<file path="config.mk">
export PLATFORM = sky130hd
export DESIGN_NAME = spi_stream_top
export DESIGN_NICKNAME = d
export VERILOG_FILES = /design/src/hdl/spi_pkg.sv /design/src/hdl/spi_stream_pkg.sv /design/src/hdl/stream_fifo.sv /design/src/hdl/spi_stream_master.sv /design/src/hdl/spi_stream_top.sv
export SDC_FILE = /design/constraint.sdc
export NUM_CORES = 1
export LEC_CHECK = 0
export ABC_AREA = 0
export BUFFER_PORTS_ARGS = -buffer_cell sky130_fd_sc_hd__buf_2
export CAP_MARGIN = 20
export CORE_MARGIN = 2
export CORE_UTILIZATION = 65
export DETAILED_ROUTE_END_ITERATION = 12
export PLACE_DENSITY = 0.85
export SETUP_SLACK_MARGIN = 0.1
export SLEW_MARGIN = 30
export SYNTH_ARGS = -nofsm -noshare
export SYNTH_HDL_FRONTEND = slang
export SYNTH_SLANG_ARGS = --single-unit
</file>
<file path="constraint.sdc">
create_clock -name clk_i -period 9 [get_ports clk_i]
set_input_delay 0.45 -clock clk_i [delete_from_list [all_inputs] [get_ports clk_i]]
set_output_delay 0.45 -clock clk_i [all_outputs]
set_load 0.005 [all_outputs]
</file>
<file path="src/hdl/spi_pkg.sv">
// SPI-side types only; mode encoding is {CPOL, CPHA} and the FSM state fits in 2 bits
package spi_pkg;

    // Core FSM states
    typedef enum logic [1:0] {
        SPI_IDLE = 2'd0,
        SPI_DATA = 2'd1,
        SPI_WAIT = 2'd2
    } spi_state_e;

    // Upper bit is CPOL (idle SCLK level)
    // Lower bit is CPHA, 0 samples on the first edge of a bit, 1 on the second
    typedef enum logic [1:0] {
        SPI_MODE0 = 2'b00,
        SPI_MODE1 = 2'b01,
        SPI_MODE2 = 2'b10,
        SPI_MODE3 = 2'b11
    } spi_mode_e;

    // Idle level of SCLK for a mode
    function automatic logic mode_cpol(spi_mode_e mode);
        return mode[1];
    endfunction

    // Sampling phase for a mode
    function automatic logic mode_cpha(spi_mode_e mode);
        return mode[0];
    endfunction

endpackage

</file>
<file path="src/hdl/spi_stream_pkg.sv">
// Default sizes only; the top level overrides them per instance and passes them down
package spi_stream_pkg;

    // Stream word and SPI frame word width
    localparam int DATA_WIDTH_DEF = 8;

    // Words per FIFO, need not be a power of two
    localparam int FIFO_DEPTH_DEF = 8;

    // Number of chip select lines
    localparam int SLAVE_NUM_DEF = 4;

    // Widths of the divider and frame wait inputs
    localparam int DIVIDER_WIDTH_DEF = 16;
    localparam int WAIT_WIDTH_DEF    = 16;

endpackage

</file>
<file path="src/hdl/stream_fifo.sv">
// First-word-fall-through FIFO; a write shows at the output one cycle later, no bypass path
`timescale 1ns/1ps

module stream_fifo #(
    parameter int DATA_WIDTH = spi_stream_pkg::DATA_WIDTH_DEF,
    parameter int FIFO_DEPTH = spi_stream_pkg::FIFO_DEPTH_DEF
) (
    input  logic                  clk_i,
    input  logic                  rstn_i,

    input  logic                  wr_valid_i,
    output logic                  wr_ready_o,
    input  logic [DATA_WIDTH-1:0] wr_data_i,
    input  logic                  wr_last_i,

    output logic                  rd_valid_o,
    input  logic                  rd_ready_i,
    output logic [DATA_WIDTH-1:0] rd_data_o,
    output logic                  rd_last_o
);

    localparam int PTR_W = (FIFO_DEPTH > 1) ? $clog2(FIFO_DEPTH) : 1;
    localparam int CNT_W = $clog2(FIFO_DEPTH + 1);

    // Storage keeps the last flag next to each word
    logic [DATA_WIDTH:0] mem [FIFO_DEPTH];

    logic [PTR_W-1:0]    wr_ptr;
    logic [PTR_W-1:0]    rd_ptr;
    logic [CNT_W-1:0]    count;
    logic                wr_fire;
    logic                rd_fire;

    assign wr_ready_o = (count != CNT_W'(FIFO_DEPTH));
    assign rd_valid_o = (count != '0);
    assign wr_fire    = wr_valid_i && wr_ready_o;
    assign rd_fire    = rd_valid_o && rd_ready_i;

    // Head word straight from the buffer
    assign rd_data_o  = mem[rd_ptr][DATA_WIDTH-1:0];
    assign rd_last_o  = mem[rd_ptr][DATA_WIDTH];

    always_ff @(posedge clk_i) begin
        if (wr_fire) begin
            mem[wr_ptr] <= {wr_last_i, wr_data_i};
        end
    end

    // Pointers wrap at FIFO_DEPTH
    always_ff @(posedge clk_i) begin
        if (!rstn_i) begin
            wr_ptr <= '0;
            rd_ptr <= '0;
            count  <= '0;
        end else begin
            if (wr_fire) begin
                wr_ptr <= (wr_ptr == PTR_W'(FIFO_DEPTH - 1)) ? '0 : wr_ptr + 1'b1;
            end
            if (rd_fire) begin
                rd_ptr <= (rd_ptr == PTR_W'(FIFO_DEPTH - 1)) ? '0 : rd_ptr + 1'b1;
            end
            if (wr_fire && !rd_fire) begin
                count <= count + 1'b1;
            end else if (rd_fire && !wr_fire) begin
                count <= count - 1'b1;
            end
        end
    end

    // ----------------------------------------
    // Checks
    // ----------------------------------------

    // Write while full would push the occupancy past the depth
    a_no_overflow: assert property (@(posedge clk_i) disable iff (!rstn_i)
        count <= CNT_W'(FIFO_DEPTH));

    // Read while empty would leave the pointers out of step with the occupancy
    a_no_underflow: assert property (@(posedge clk_i) disable iff (!rstn_i)
        int'(wr_ptr) == (int'(rd_ptr) + int'(count)) % FIFO_DEPTH);

endmodule

</file>
<file path="src/hdl/spi_stream_master.sv">
// Needs DATA_WIDTH >= 2, even clk_div_i >= 4, wait_time_i >= 1; config held stable while busy
`timescale 1ns/1ps

module spi_stream_master #(
    parameter int  DATA_WIDTH    = spi_stream_pkg::DATA_WIDTH_DEF,
    parameter int  DIVIDER_WIDTH = spi_stream_pkg::DIVIDER_WIDTH_DEF,
    parameter int  WAIT_WIDTH    = spi_stream_pkg::WAIT_WIDTH_DEF,
    parameter int  SLAVE_NUM     = spi_stream_pkg::SLAVE_NUM_DEF,
    localparam int ADDR_WIDTH    = (SLAVE_NUM > 1) ? $clog2(SLAVE_NUM) : 1
) (
    input  logic                     clk_i,
    input  logic                     rstn_i,

    input  logic [ADDR_WIDTH-1:0]    addr_i,
    input  logic [WAIT_WIDTH-1:0]    wait_time_i,
    input  logic [DIVIDER_WIDTH-1:0] clk_div_i,
    input  spi_pkg::spi_mode_e       spi_mode_i,

    input  logic                     s_valid_i,
    output logic                     s_ready_o,
    input  logic [DATA_WIDTH-1:0]    s_data_i,
    input  logic                     s_last_i,

    output logic                     m_valid_o,
    input  logic                     m_ready_i,
    output logic [DATA_WIDTH-1:0]    m_data_o,
    output logic                     m_last_o,

    output logic                     sclk_o,
    output logic                     mosi_o,
    input  logic                     miso_i,
    output logic [SLAVE_NUM-1:0]     cs_n_o
);

    // Two SCLK edges per bit
    localparam int EDGE_NUM   = 2 * DATA_WIDTH;
    localparam int EDGE_CNT_W = $clog2(EDGE_NUM + 1);

    spi_pkg::spi_state_e     state_q;

    logic                    run_q;
    logic                    cs_q;
    logic                    last_q;
    logic [1:0]              done_q;

    logic [DIVIDER_WIDTH-1:0] clk_cnt;
    logic                     half_tick;
    logic                     full_tick;
    logic [EDGE_CNT_W-1:0]    edge_cnt;
    logic                     last_edge;
    logic [WAIT_WIDTH-1:0]    wait_cnt;
    logic                     wait_done;

    logic                    sclk_q;
    logic                    mosi_q;
    logic [DATA_WIDTH-1:0]   tx_shift;
    logic [DATA_WIDTH-1:0]   rx_shift;
    logic                    launch;
    logic                    sample;

    logic                    m_valid_q;
    logic                    m_last_q;
    logic [DATA_WIDTH-1:0]   m_data_q;

    logic                    cpol;
    logic                    cpha;
    logic                    s_fire;
    logic                    m_fire;

    assign cpol = spi_pkg::mode_cpol(spi_mode_i);
    assign cpha = spi_pkg::mode_cpha(spi_mode_i);

    // No new word while a received word is still on its way out
    assign s_ready_o = run_q && (state_q == spi_pkg::SPI_IDLE) && !m_valid_q && (done_q == '0);
    assign s_fire    = s_valid_i && s_ready_o;
    assign m_fire    = m_valid_q && m_ready_i;

    // ----------------------------------------
    // Control FSM
    // ----------------------------------------
    assign wait_done = (wait_cnt == wait_time_i - 1'b1);

    always_ff @(posedge clk_i) begin
        if (!rstn_i) begin
            state_q  <= spi_pkg::SPI_IDLE;
            run_q    <= 1'b0;
            cs_q     <= 1'b1;
            last_q   <= 1'b0;
            wait_cnt <= '0;
        end else begin
            run_q <= 1'b1;
            case (state_q)
                spi_pkg::SPI_IDLE: begin
                    if (s_fire) begin
                        state_q <= spi_pkg::SPI_DATA;
                        cs_q    <= 1'b0;
                        last_q  <= s_last_i;
                    end
                end
                spi_pkg::SPI_DATA: begin
                    if (last_edge) begin
                        cs_q     <= 1'b1;
                        wait_cnt <= '0;
                        state_q  <= last_q ? spi_pkg::SPI_WAIT : spi_pkg::SPI_IDLE;
                    end
                end
                spi_pkg::SPI_WAIT: begin
                    // Chip select stays high for the frame gap
                    if (wait_done) begin
                        state_q <= spi_pkg::SPI_IDLE;
                    end else begin
                        wait_cnt <= wait_cnt + 1'b1;
                    end
                end
                default: state_q <= spi_pkg::SPI_IDLE;
            endcase
        end
    end

    // ----------------------------------------
    // Divider and edge counter
    // ----------------------------------------
    assign half_tick = (state_q == spi_pkg::SPI_DATA) && (clk_cnt == (clk_div_i >> 1) - 1'b1);
    assign full_tick = (state_q == spi_pkg::SPI_DATA) && (clk_cnt == clk_div_i - 1'b1);
    assign last_edge = full_tick && (edge_cnt == EDGE_CNT_W'(EDGE_NUM - 1));

    always_ff @(posedge clk_i) begin
        if (!rstn_i) begin
            clk_cnt  <= '0;
            edge_cnt <= '0;
            sclk_q   <= cpol;
        end else begin
            if ((state_q != spi_pkg::SPI_DATA) || full_tick) begin
                clk_cnt <= '0;
            end else begin
                clk_cnt <= clk_cnt + 1'b1;
            end
            if (s_fire) begin
                edge_cnt <= '0;
            end else if (half_tick || full_tick) begin
                edge_cnt <= edge_cnt + 1'b1;
            end
            // SCLK follows the mode while no word is shifting
            if (state_q != spi_pkg::SPI_DATA) begin
                sclk_q <= cpol;
            end else if (half_tick || full_tick) begin
                sclk_q <= ~sclk_q;
            end
        end
    end

    assign sclk_o = sclk_q;

    // ----------------------------------------
    // Data shifters
    // ----------------------------------------

    // Leading edge is the half tick, trailing edge the full tick
    assign launch = cpha ? half_tick : full_tick;
    assign sample = cpha ? full_tick : half_tick;

    always_ff @(posedge clk_i) begin
        if (!rstn_i) begin
            mosi_q <= 1'b0;
        end else if (s_fire) begin
            // CPHA 0 needs the MSB on the line before the first edge
            if (!cpha) begin
                mosi_q <= s_data_i[DATA_WIDTH-1];
            end
        end else if (launch) begin
            mosi_q <= tx_shift[DATA_WIDTH-1];
        end
    end

    always_ff @(posedge clk_i) begin
        if (s_fire) begin
            tx_shift <= cpha ? s_data_i : (s_data_i << 1);
        end else if (launch) begin
            tx_shift <= tx_shift << 1;
        end
    end

    always_ff @(posedge clk_i) begin
        if (sample) begin
            rx_shift <= {rx_shift[DATA_WIDTH-2:0], miso_i};
        end
    end

    assign mosi_o = mosi_q;

    // Only the addressed slave sees the active chip select
    always_comb begin
        for (int i = 0; i < SLAVE_NUM; i++) begin
            cs_n_o[i] = cs_q || (addr_i != ADDR_WIDTH'(i));
        end
    end

    // ----------------------------------------
    // Output stream register
    // ----------------------------------------

    // Word leaves two cycles after chip select rises
    always_ff @(posedge clk_i) begin
        if (!rstn_i) begin
            done_q    <= '0;
            m_valid_q <= 1'b0;
            m_last_q  <= 1'b0;
        end else begin
            done_q <= {done_q[0], last_edge};
            if (done_q[1]) begin
                m_valid_q <= 1'b1;
                m_last_q  <= last_q;
            end else if (m_fire) begin
                m_valid_q <= 1'b0;
                m_last_q  <= 1'b0;
            end
        end
    end

    always_ff @(posedge clk_i) begin
        if (done_q[1]) begin
            m_data_q <= rx_shift;
        end
    end

    assign m_valid_o = m_valid_q;
    assign m_data_o  = m_data_q;
    assign m_last_o  = m_last_q;

    // ----------------------------------------
    // Checks
    // ----------------------------------------

    // Chip select is active only while a word is shifting
    a_cs_onehot: assert property (@(posedge clk_i) disable iff (!rstn_i)
        $onehot0(~cs_n_o) && (cs_q == (state_q != spi_pkg::SPI_DATA)));

    // Allow one cycle for SCLK to follow a mode change
    a_sclk_idle: assert property (@(posedge clk_i) disable iff (!rstn_i)
        ((&cs_n_o) && $stable(spi_mode_i)) |-> (sclk_o == cpol));

    // A new word is only taken while the bus is quiet
    a_accept_start: assert property (@(posedge clk_i) disable iff (!rstn_i)
        s_ready_o |-> ((state_q == spi_pkg::SPI_IDLE) && cs_q && (clk_cnt == '0)));

endmodule

</file>
<file path="src/hdl/spi_stream_top.sv">
// Stream-fed SPI master; config inputs are plain levels and must not change while busy
`timescale 1ns/1ps

module spi_stream_top #(
    parameter int  DATA_WIDTH    = spi_stream_pkg::DATA_WIDTH_DEF,
    parameter int  FIFO_DEPTH    = spi_stream_pkg::FIFO_DEPTH_DEF,
    parameter int  SLAVE_NUM     = spi_stream_pkg::SLAVE_NUM_DEF,
    parameter int  DIVIDER_WIDTH = spi_stream_pkg::DIVIDER_WIDTH_DEF,
    parameter int  WAIT_WIDTH    = spi_stream_pkg::WAIT_WIDTH_DEF,
    localparam int ADDR_WIDTH    = (SLAVE_NUM > 1) ? $clog2(SLAVE_NUM) : 1
) (
    input  logic                     clk_i,
    input  logic                     rstn_i,

    input  logic [ADDR_WIDTH-1:0]    addr_i,
    input  logic [WAIT_WIDTH-1:0]    wait_time_i,
    input  logic [DIVIDER_WIDTH-1:0] clk_div_i,
    input  spi_pkg::spi_mode_e       spi_mode_i,

    input  logic                     s_valid_i,
    output logic                     s_ready_o,
    input  logic [DATA_WIDTH-1:0]    s_data_i,
    input  logic                     s_last_i,

    output logic                     m_valid_o,
    input  logic                     m_ready_i,
    output logic [DATA_WIDTH-1:0]    m_data_o,
    output logic                     m_last_o,

    output logic                     sclk_o,
    output logic                     mosi_o,
    input  logic                     miso_i,
    output logic [SLAVE_NUM-1:0]     cs_n_o
);

    // Transmit FIFO to core
    logic                  tx_valid;
    logic                  tx_ready;
    logic [DATA_WIDTH-1:0] tx_data;
    logic                  tx_last;

    // Core to receive FIFO
    logic                  rx_valid;
    logic                  rx_ready;
    logic [DATA_WIDTH-1:0] rx_data;
    logic                  rx_last;

    stream_fifo #(
        .DATA_WIDTH(DATA_WIDTH),
        .FIFO_DEPTH(FIFO_DEPTH)
    ) u_tx_fifo (
        .clk_i     (clk_i),
        .rstn_i    (rstn_i),
        .wr_valid_i(s_valid_i),
        .wr_ready_o(s_ready_o),
        .wr_data_i (s_data_i),
        .wr_last_i (s_last_i),
        .rd_valid_o(tx_valid),
        .rd_ready_i(tx_ready),
        .rd_data_o (tx_data),
        .rd_last_o (tx_last)
    );

    spi_stream_master #(
        .DATA_WIDTH   (DATA_WIDTH),
        .DIVIDER_WIDTH(DIVIDER_WIDTH),
        .WAIT_WIDTH   (WAIT_WIDTH),
        .SLAVE_NUM    (SLAVE_NUM)
    ) u_master (
        .clk_i      (clk_i),
        .rstn_i     (rstn_i),
        .addr_i     (addr_i),
        .wait_time_i(wait_time_i),
        .clk_div_i  (clk_div_i),
        .spi_mode_i (spi_mode_i),
        .s_valid_i  (tx_valid),
        .s_ready_o  (tx_ready),
        .s_data_i   (tx_data),
        .s_last_i   (tx_last),
        .m_valid_o  (rx_valid),
        .m_ready_i  (rx_ready),
        .m_data_o   (rx_data),
        .m_last_o   (rx_last),
        .sclk_o     (sclk_o),
        .mosi_o     (mosi_o),
        .miso_i     (miso_i),
        .cs_n_o     (cs_n_o)
    );

    stream_fifo #(
        .DATA_WIDTH(DATA_WIDTH),
        .FIFO_DEPTH(FIFO_DEPTH)
    ) u_rx_fifo (
        .clk_i     (clk_i),
        .rstn_i    (rstn_i),
        .wr_valid_i(rx_valid),
        .wr_ready_o(rx_ready),
        .wr_data_i (rx_data),
        .wr_last_i (rx_last),
        .rd_valid_o(m_valid_o),
        .rd_ready_i(m_ready_i),
        .rd_data_o (m_data_o),
        .rd_last_o (m_last_o)
    );

endmodule

</file>
==> After elaboration in Yosys (flattened, before gate mapping) <==
Memory sizes are Yosys's and may differ from the RTL's. A register that Yosys moved wholly into a read port is not among the register bits.
Cells that the tools add are included.
{ "word_totals": {"elab_cells": 146, "ff_bits": 92, "output_inout_bits": 17, "mem_bits_rw": 144, "romBits": 0, "input_bits": 50, "latch_bits": 0, "memories": 2} }
{ "mem_list": {"columns": ["name", "words", "width", "read_ports", "rd_clocked_by_memory_dff", "wr", "line", "text"], "rows": [
  ["u_rx_fifo.mem", 8, 9, 1, 1, 1, "stream_fifo.sv:26", "logic [DATA_WIDTH:0] mem [FIFO_DEPTH];"],
  ["u_tx_fifo.mem", 8, 9, 1, 1, 1, "stream_fifo.sv:26", null]
]} }
{ "op_classes": {"n_mux": 42, "order_cmp": 0, "div_mod_pow": 0, "eq_ne": 22, "shift": 0, "add_sub_neg": 14, "n_bitwise": 2, "reduce_logical": 43, "mul": 0} }
{ "ops": {"columns": ["operator", "n"], "rows": [
  ["$eq A16 B16 Y1", 3],
  ["$add A16 B1 Y16 const B", 2],
  ["$mux W16", 2],
  ["$pmux W16 S2", 1],
  ["$sub A16 B1 Y16 const B", 2],
  ["$mux W3", 8],
  ["$mux W8", 3],
  ["$mux W1", 18],
  ["$mux W4", 4],
  ["$sub A15 B1 Y16 const B", 1],
  ["$logic_and A1 B1 Y1", 14],
  ["$reduce_bool A2 Y1", 7],
  ["$add A3 B1 Y3 const B", 4],
  ["$eq A3 B3 Y1 const B", 4],
  ["$ne A2 B2 Y1 const B", 5],
  ["$reduce_and A3 Y1", 3],
  ["$add A4 B1 Y4 const B", 2],
  ["$mux W2", 4],
  ["$ne A2 B1 Y1 const B", 4],
  ["$ne A4 B4 Y1 const B", 2],
  ["$reduce_bool A4 Y1", 2],
  ["$sub A4 B1 Y4 const B", 2],
  ["$logic_or A1 B1 Y1", 6],
  ["$pmux W2 S3", 1],
  ["other kinds (11)", 19]
]} }

==> Depth between registers and ports, before layout <==
{ "logic_depth": {"word_depth": 8, "mapped_depth": 15, "mapped_depth_nobuf": 13} }

==> Cells and area by module <==
A second synthesis with hierarchy kept.
{ "unflattened": {"cells_unflattened": 880, "area_unflattened_um2": 11705.0} }
{ "by_module_without_submodules": {"columns": ["mod", "seq_area_each_um2", "cells_each", "instances", "area_each_um2"], "rows": [
  ["stream_fifo", 2422.3, 179, 2, 3455.8],
  ["spi_stream_master", 1691.6, 522, 1, 4793.3]
]} }

==> Least setup slack after synthesis <==
Ideal clock, no wire load.
{ "synth_path": {"path_kind": "input -> register", "startpoint": "input clk_div_i[9]", "endpoint": "register u_master.wait_cnt[15]", "setup_ps": 115, "n_path_buf": 2, "required_time_ps": 8885, "stages": 10, "slack_ps": 5607, "t_arrival_ps": 3278, "path_cell_list": "clkbuf_1 > nor4_1 > nand4b_1 > xnor2_1 > or4_4 > or4_4 > buf_6 > a211oi_4 > a21oi_1 > o21ba_1"} }
{ "synth_via": {"elab_chain_cells": 6} }
{ "synth_lines": {"columns": ["element", "line", "text"], "rows": [
  ["start: declaration", "spi_stream_top.sv:17", "input logic [DIVIDER_WIDTH-1:0] clk_div_i,"],
  ["$sub A16 B1 Y16", "spi_stream_master.sv:124", "assign full_tick = (state_q == spi_pkg::SPI_DATA) && (clk_cnt == clk_div_i - 1'b1);"],
  ["$eq A16 B16 Y1", "spi_stream_master.sv:124", null],
  ["$logic_and A1 B1 Y1", "spi_stream_master.sv:124", null],
  ["$logic_and A1 B1 Y1", "spi_stream_master.sv:125", "assign last_edge = full_tick && (edge_cnt == EDGE_CNT_W'(EDGE_NUM - 1));"],
  ["$ne A2 B1 Y1 (no line)", null, null],
  ["$reduce_and A3 Y1 (no line)", null, null],
  ["end signal: assignment", "spi_stream_master.sv:112", "wait_cnt <= wait_cnt + 1'b1;"],
  ["end: declaration", "spi_stream_master.sv:51", "logic [WAIT_WIDTH-1:0] wait_cnt;"]
]} }
Every way passes these cells.
A chain may end at the register's enable or synchronous reset.

==> Final worst setup path <==
{ "layout_path": {"startpoint": "register u_master.state_q[1]", "endpoint": "register u_tx_fifo.count[3]"} }
{ "layout_via": {"elab_chain_cells": 8, "word_cells_on_any_way": 10, "cone_classes": "mux: 1; reduce/logical: 9"} }
{ "layout_lines": {"columns": ["element", "line", "text"], "rows": [
  ["start: declaration", "spi_stream_master.sv:39", "spi_pkg::spi_state_e state_q;"],
  ["start signal: assignment", "spi_stream_master.sv:85", "state_q <= spi_pkg::SPI_IDLE;"],
  ["start signal: assignment", "spi_stream_master.sv:95", "state_q <= spi_pkg::SPI_DATA;"],
  ["start signal: assignment", "spi_stream_master.sv:104", "state_q <= last_q ? spi_pkg::SPI_WAIT : spi_pkg::SPI_IDLE;"],
  ["$logic_not A2 Y1 *", "spi_stream_master.sv:74", "assign s_ready_o = run_q && (state_q == spi_pkg::SPI_IDLE) && !m_valid_q && (done_q == '0);"],
  ["$logic_and A1 B1 Y1 * (3 in series)", "spi_stream_master.sv:74", null],
  ["$logic_and A1 B1 Y1 *", "stream_fifo.sv:37", "assign rd_fire = rd_valid_o && rd_ready_i;"],
  ["$logic_not A1 Y1", "stream_fifo.sv:62", "if (wr_fire && !rd_fire) begin"],
  ["$logic_and A1 B1 Y1", "stream_fifo.sv:62", null],
  ["$mux W4 / $reduce_bool A2 Y1 (equally long branches)", null, null],
  ["end signal: assignment", "stream_fifo.sv:63", "count <= count + 1'b1;"],
  ["end signal: assignment", "stream_fifo.sv:65", "count <= count - 1'b1;"],
  ["end: declaration", "stream_fifo.sv:30", "logic [CNT_W-1:0] count;"]
]} }
Mark *: on every way between the ends. The rest lies on a longest branch, timed or not.

==> qor.csv <==
metric,value,unit
seq_area_frac_synth,0.566,
r2r_cells,13,
cpLargestDelayFamily,simple AND/OR/NAND/NOR gates,
die_x,137,µm
yosys.cell_types.count,73,
status,"complete, no violations",
p_clk_frac,0.348,
yosysTopAreaCell,edfxtp_1,
ir_drop,0.196,mV
grt_antenna_before_repair,0,
cp-end-kind,register,
clkLatencyLatePin,510,ps
grt_pass1_vias,7520,
use_met3,0.0442,
path_class,reg2reg,
reg2reg_from,u_master.state_q[1]$_SDFFE_PN0P_,
ys.flop_type,edfxtp_1,
core,17400,µm²
via_per_inst,6.28,
ys_warn_count,0,
cts-buffers-inserted,24,
p_leak,4.47,nW
power.internal,2.09,mW
finalSetupViolCount,0,
clockBufferDepth,3,
routabilityCongestion,0.950,
root_buffer,clkbuf_16,
hpwlAfterDp,16.0,mm
nets,1058,
fmax,284,MHz
p_comb_frac,0.192,
die_area,18900,µm²
routed_wl,24.2,mm
critPathLaunch,u_master.state_q[1]$_SDFFE_PN0P_,
fillers,1066,
ys_top_cells_by_count,"169 x edfxtp_1, 73 x dfxtp_1, 72 x nand2_1",
path_max_fanout,23,
seq_area,6540,µm²
syn_avg_cell_area,12.6,µm²
crit_path_end,u_tx_fifo.count[3]$_SDFFE_PN0P_,
synth_edf_count,169,
clk_pin_slew,60,ps
synth.most_common_cell,edfxtp_1,
synth_top_area_frac,0.439,
grt-ovfl-total,0,
hold_buffers,0,
synth_area_leaders,"edfxtp_1 44%, dfxtp_1 13%, mux4_2 7.8%",
cts_max_level,1,
syn_to_final_growth,12.3,%
ys_seq_elements,242,
path_buf_inv,3,
syn_area,11600,µm²
port_buffers,66,
hold_viol_final,0,
cts_resized,0,
pre_cts_ws,5120,ps
drc,0,
die_y,137,µm
postRouteAntennaNets,0,
worstSetupPathDepth,13,
r2r_slack,5480,ps
multi_input_area,4830,µm²
drt-pass1-iter-count,5,
cp_data_required_time,9440,ps
min_path_type,in2reg,
drt_iter0_markers,665,
grt_first_pass_wirelength,38.2,mm
grt-busiest-layer,met2,
slew_headroom,0.322,
finalHoldWorstSlack,117,ps
fin_ws,5480,ps
worstHoldStart,miso_i,
postCtsSetupRepairBufs,0,
finClkSkew,6.14,ps
worstPathArrival,3960,ps
seqPwrFrac,0.460,
worst_path_max_delay_cell,nor4_4,
cap_violations,0,
clock-sinks,242,
worstPathCellList,inv_1 > ha_1 > nand3b_1 > nor4_4 > inv_1 > ha_1 > inv_1 > ha_1 > a21o_1 > a21oi_1 > xnor2_1 > or3_1 > a21oi_1,
max_slew.worst_pin.slew,1010,ps
grt.met2_usage,0.448,
rsz0062_at_grt,no,
start_util,0.666,
n_antenna_cell,0,
syn-num-nets,997,
grt_use_total,0.262,
power_per_cell_area,220,nW/µm²
fin_crit_sh,0.391,
io_pins,67,
worstSetupStartpointType,register,
p_sw_frac,0.268,
grt_max_degree,32,
synthArstFlopShare,0,
r2r-end,u_tx_fifo.count[3]$_SDFFE_PN0P_,
vias,7692,
final_layout_size_suffix_gt1_frac,0.208,
period_needed,3520,ps
drv_slew,0,
cts_tree,yes,
max_stage_delay,550,ps
met1_usage,0.347,
avgRoutedWirePerCell,19.7,µm
syn_inst,920,
final.setup.tns,0,ps
rows,48,
switching_power,0.767,mW
cell families after synthesis:
logic type | share of synthesized area
AND/OR/NAND/NOR | 0.144
flip-flops | 0.566
AO/OA/AOI/OAI | 0.0745
XOR/XNOR | 0.0629
buffers and inverters | 0.0254
multiplexers | 0.0973
adder cells (fa/ha/maj) | 0.0305
worst reg2reg max path: cells and delay by family, from the launching register on:
family | cells | cell delay [ps]
simple gates | 3 | 980
fa+ha+maj | 3 | 820
buf+inv | 3 | 710
compound gates | 3 | 530
flops | 1 | 330
xor+xnor | 1 | 100
layout by cell type (no fill, tap or decap), types with 4 or more instances in the layout:
cell type and count:
and2_1 7, nor4_2 5, nor3b_1 9, a211oi_1 5, nor2b_1 5, nand2_1 72
or4_1 6, a311oi_1 4, or3_1 8, nand4_1 15, dfxtp_1 73, clkbuf_1 4
a21o_1 4, inv_1 28, ha_1 25, o21ai_0 15, xor2_1 40, nor3_2 5
nor3_1 18, mux2_2 11, mux2i_1 10, nor4_1 22, clkbuf_8 6, clkbuf_16 25
edfxtp_1 169, nand3_1 27, xnor2_1 43, nand4b_1 5, a31oi_1 6, nor2_1 69
and3_1 13, a21oi_1 39, mux4_2 40, o22ai_1 4, buf_2 66, buf_4 11
metal layers:
metal	up-vias	share of wire
met4	0	0.020
li1	3604	-
met5	-	0
met2	254	0.51
met1	3792	0.41
met3	42	0.057
how the worst min path moves through the flow:
stage,depth (start not counted),endpoint,slack [ps]
after floorplan,0,u_master.m_data_o[7]$_DFFE_PP_,400
after global placement,0,u_master.m_data_o[7]$_DFFE_PP_,420
after detailed placement,0,u_master.m_data_o[7]$_DFFE_PP_,430
after CTS,1,u_master.rx_shift[0]$_DFFE_PP_,110
after global routing,1,u_master.rx_shift[0]$_DFFE_PP_,110
final,1,u_master.rx_shift[0]$_DFFE_PP_,120
power groups by stage:
stage                     clock network [mW]  registers, mW  logic [mW]
after floorplan                            0           1.31       0.410
after global placement                     0           1.33       0.518
after detailed placement                   0           1.34       0.538
after CTS                               1.01           1.31       0.548
after global routing                    1.05           1.32       0.608
final                                  0.996           1.31       0.549
area by class of cell:
cell class,instances,area share
inverters,30,0.00868
flip-flops and latches,242,0.504
clock inverters,9,0.00607
clock buffers,35,0.0557
repair buffers,77,0.0318
well taps,225,0.0217
multi-input cells,606,0.372
through the flow:
step	total power [mW]	util	area (µm²)	std cells
2_1_floorplan	1.72	-	11600	920
3_3_place_gp	1.85	0.699	12100	1180
3_5_place_dp	1.87	0.699	12100	1180
4_1_cts	2.87	0.746	12900	1224
5_1_grt	2.98	0.748	13000	1224
6_report	2.86	0.748	13000	1224
flip-flops by register name, summed over array words and instances, names as in the netlist, 4 cells and up, named ones only:
signal / count
u_master.m_data_o: 8
u_master.wait_cnt: 16
u_tx_fifo.mem: 72
u_rx_fifo.mem: 72
u_master.rx_shift: 8
u_tx_fifo.count: 4
u_master.edge_cnt: 5
u_master.clk_cnt: 16
u_rx_fifo.count: 4
u_master.tx_shift: 8
(Power assumes the default switching activity.)
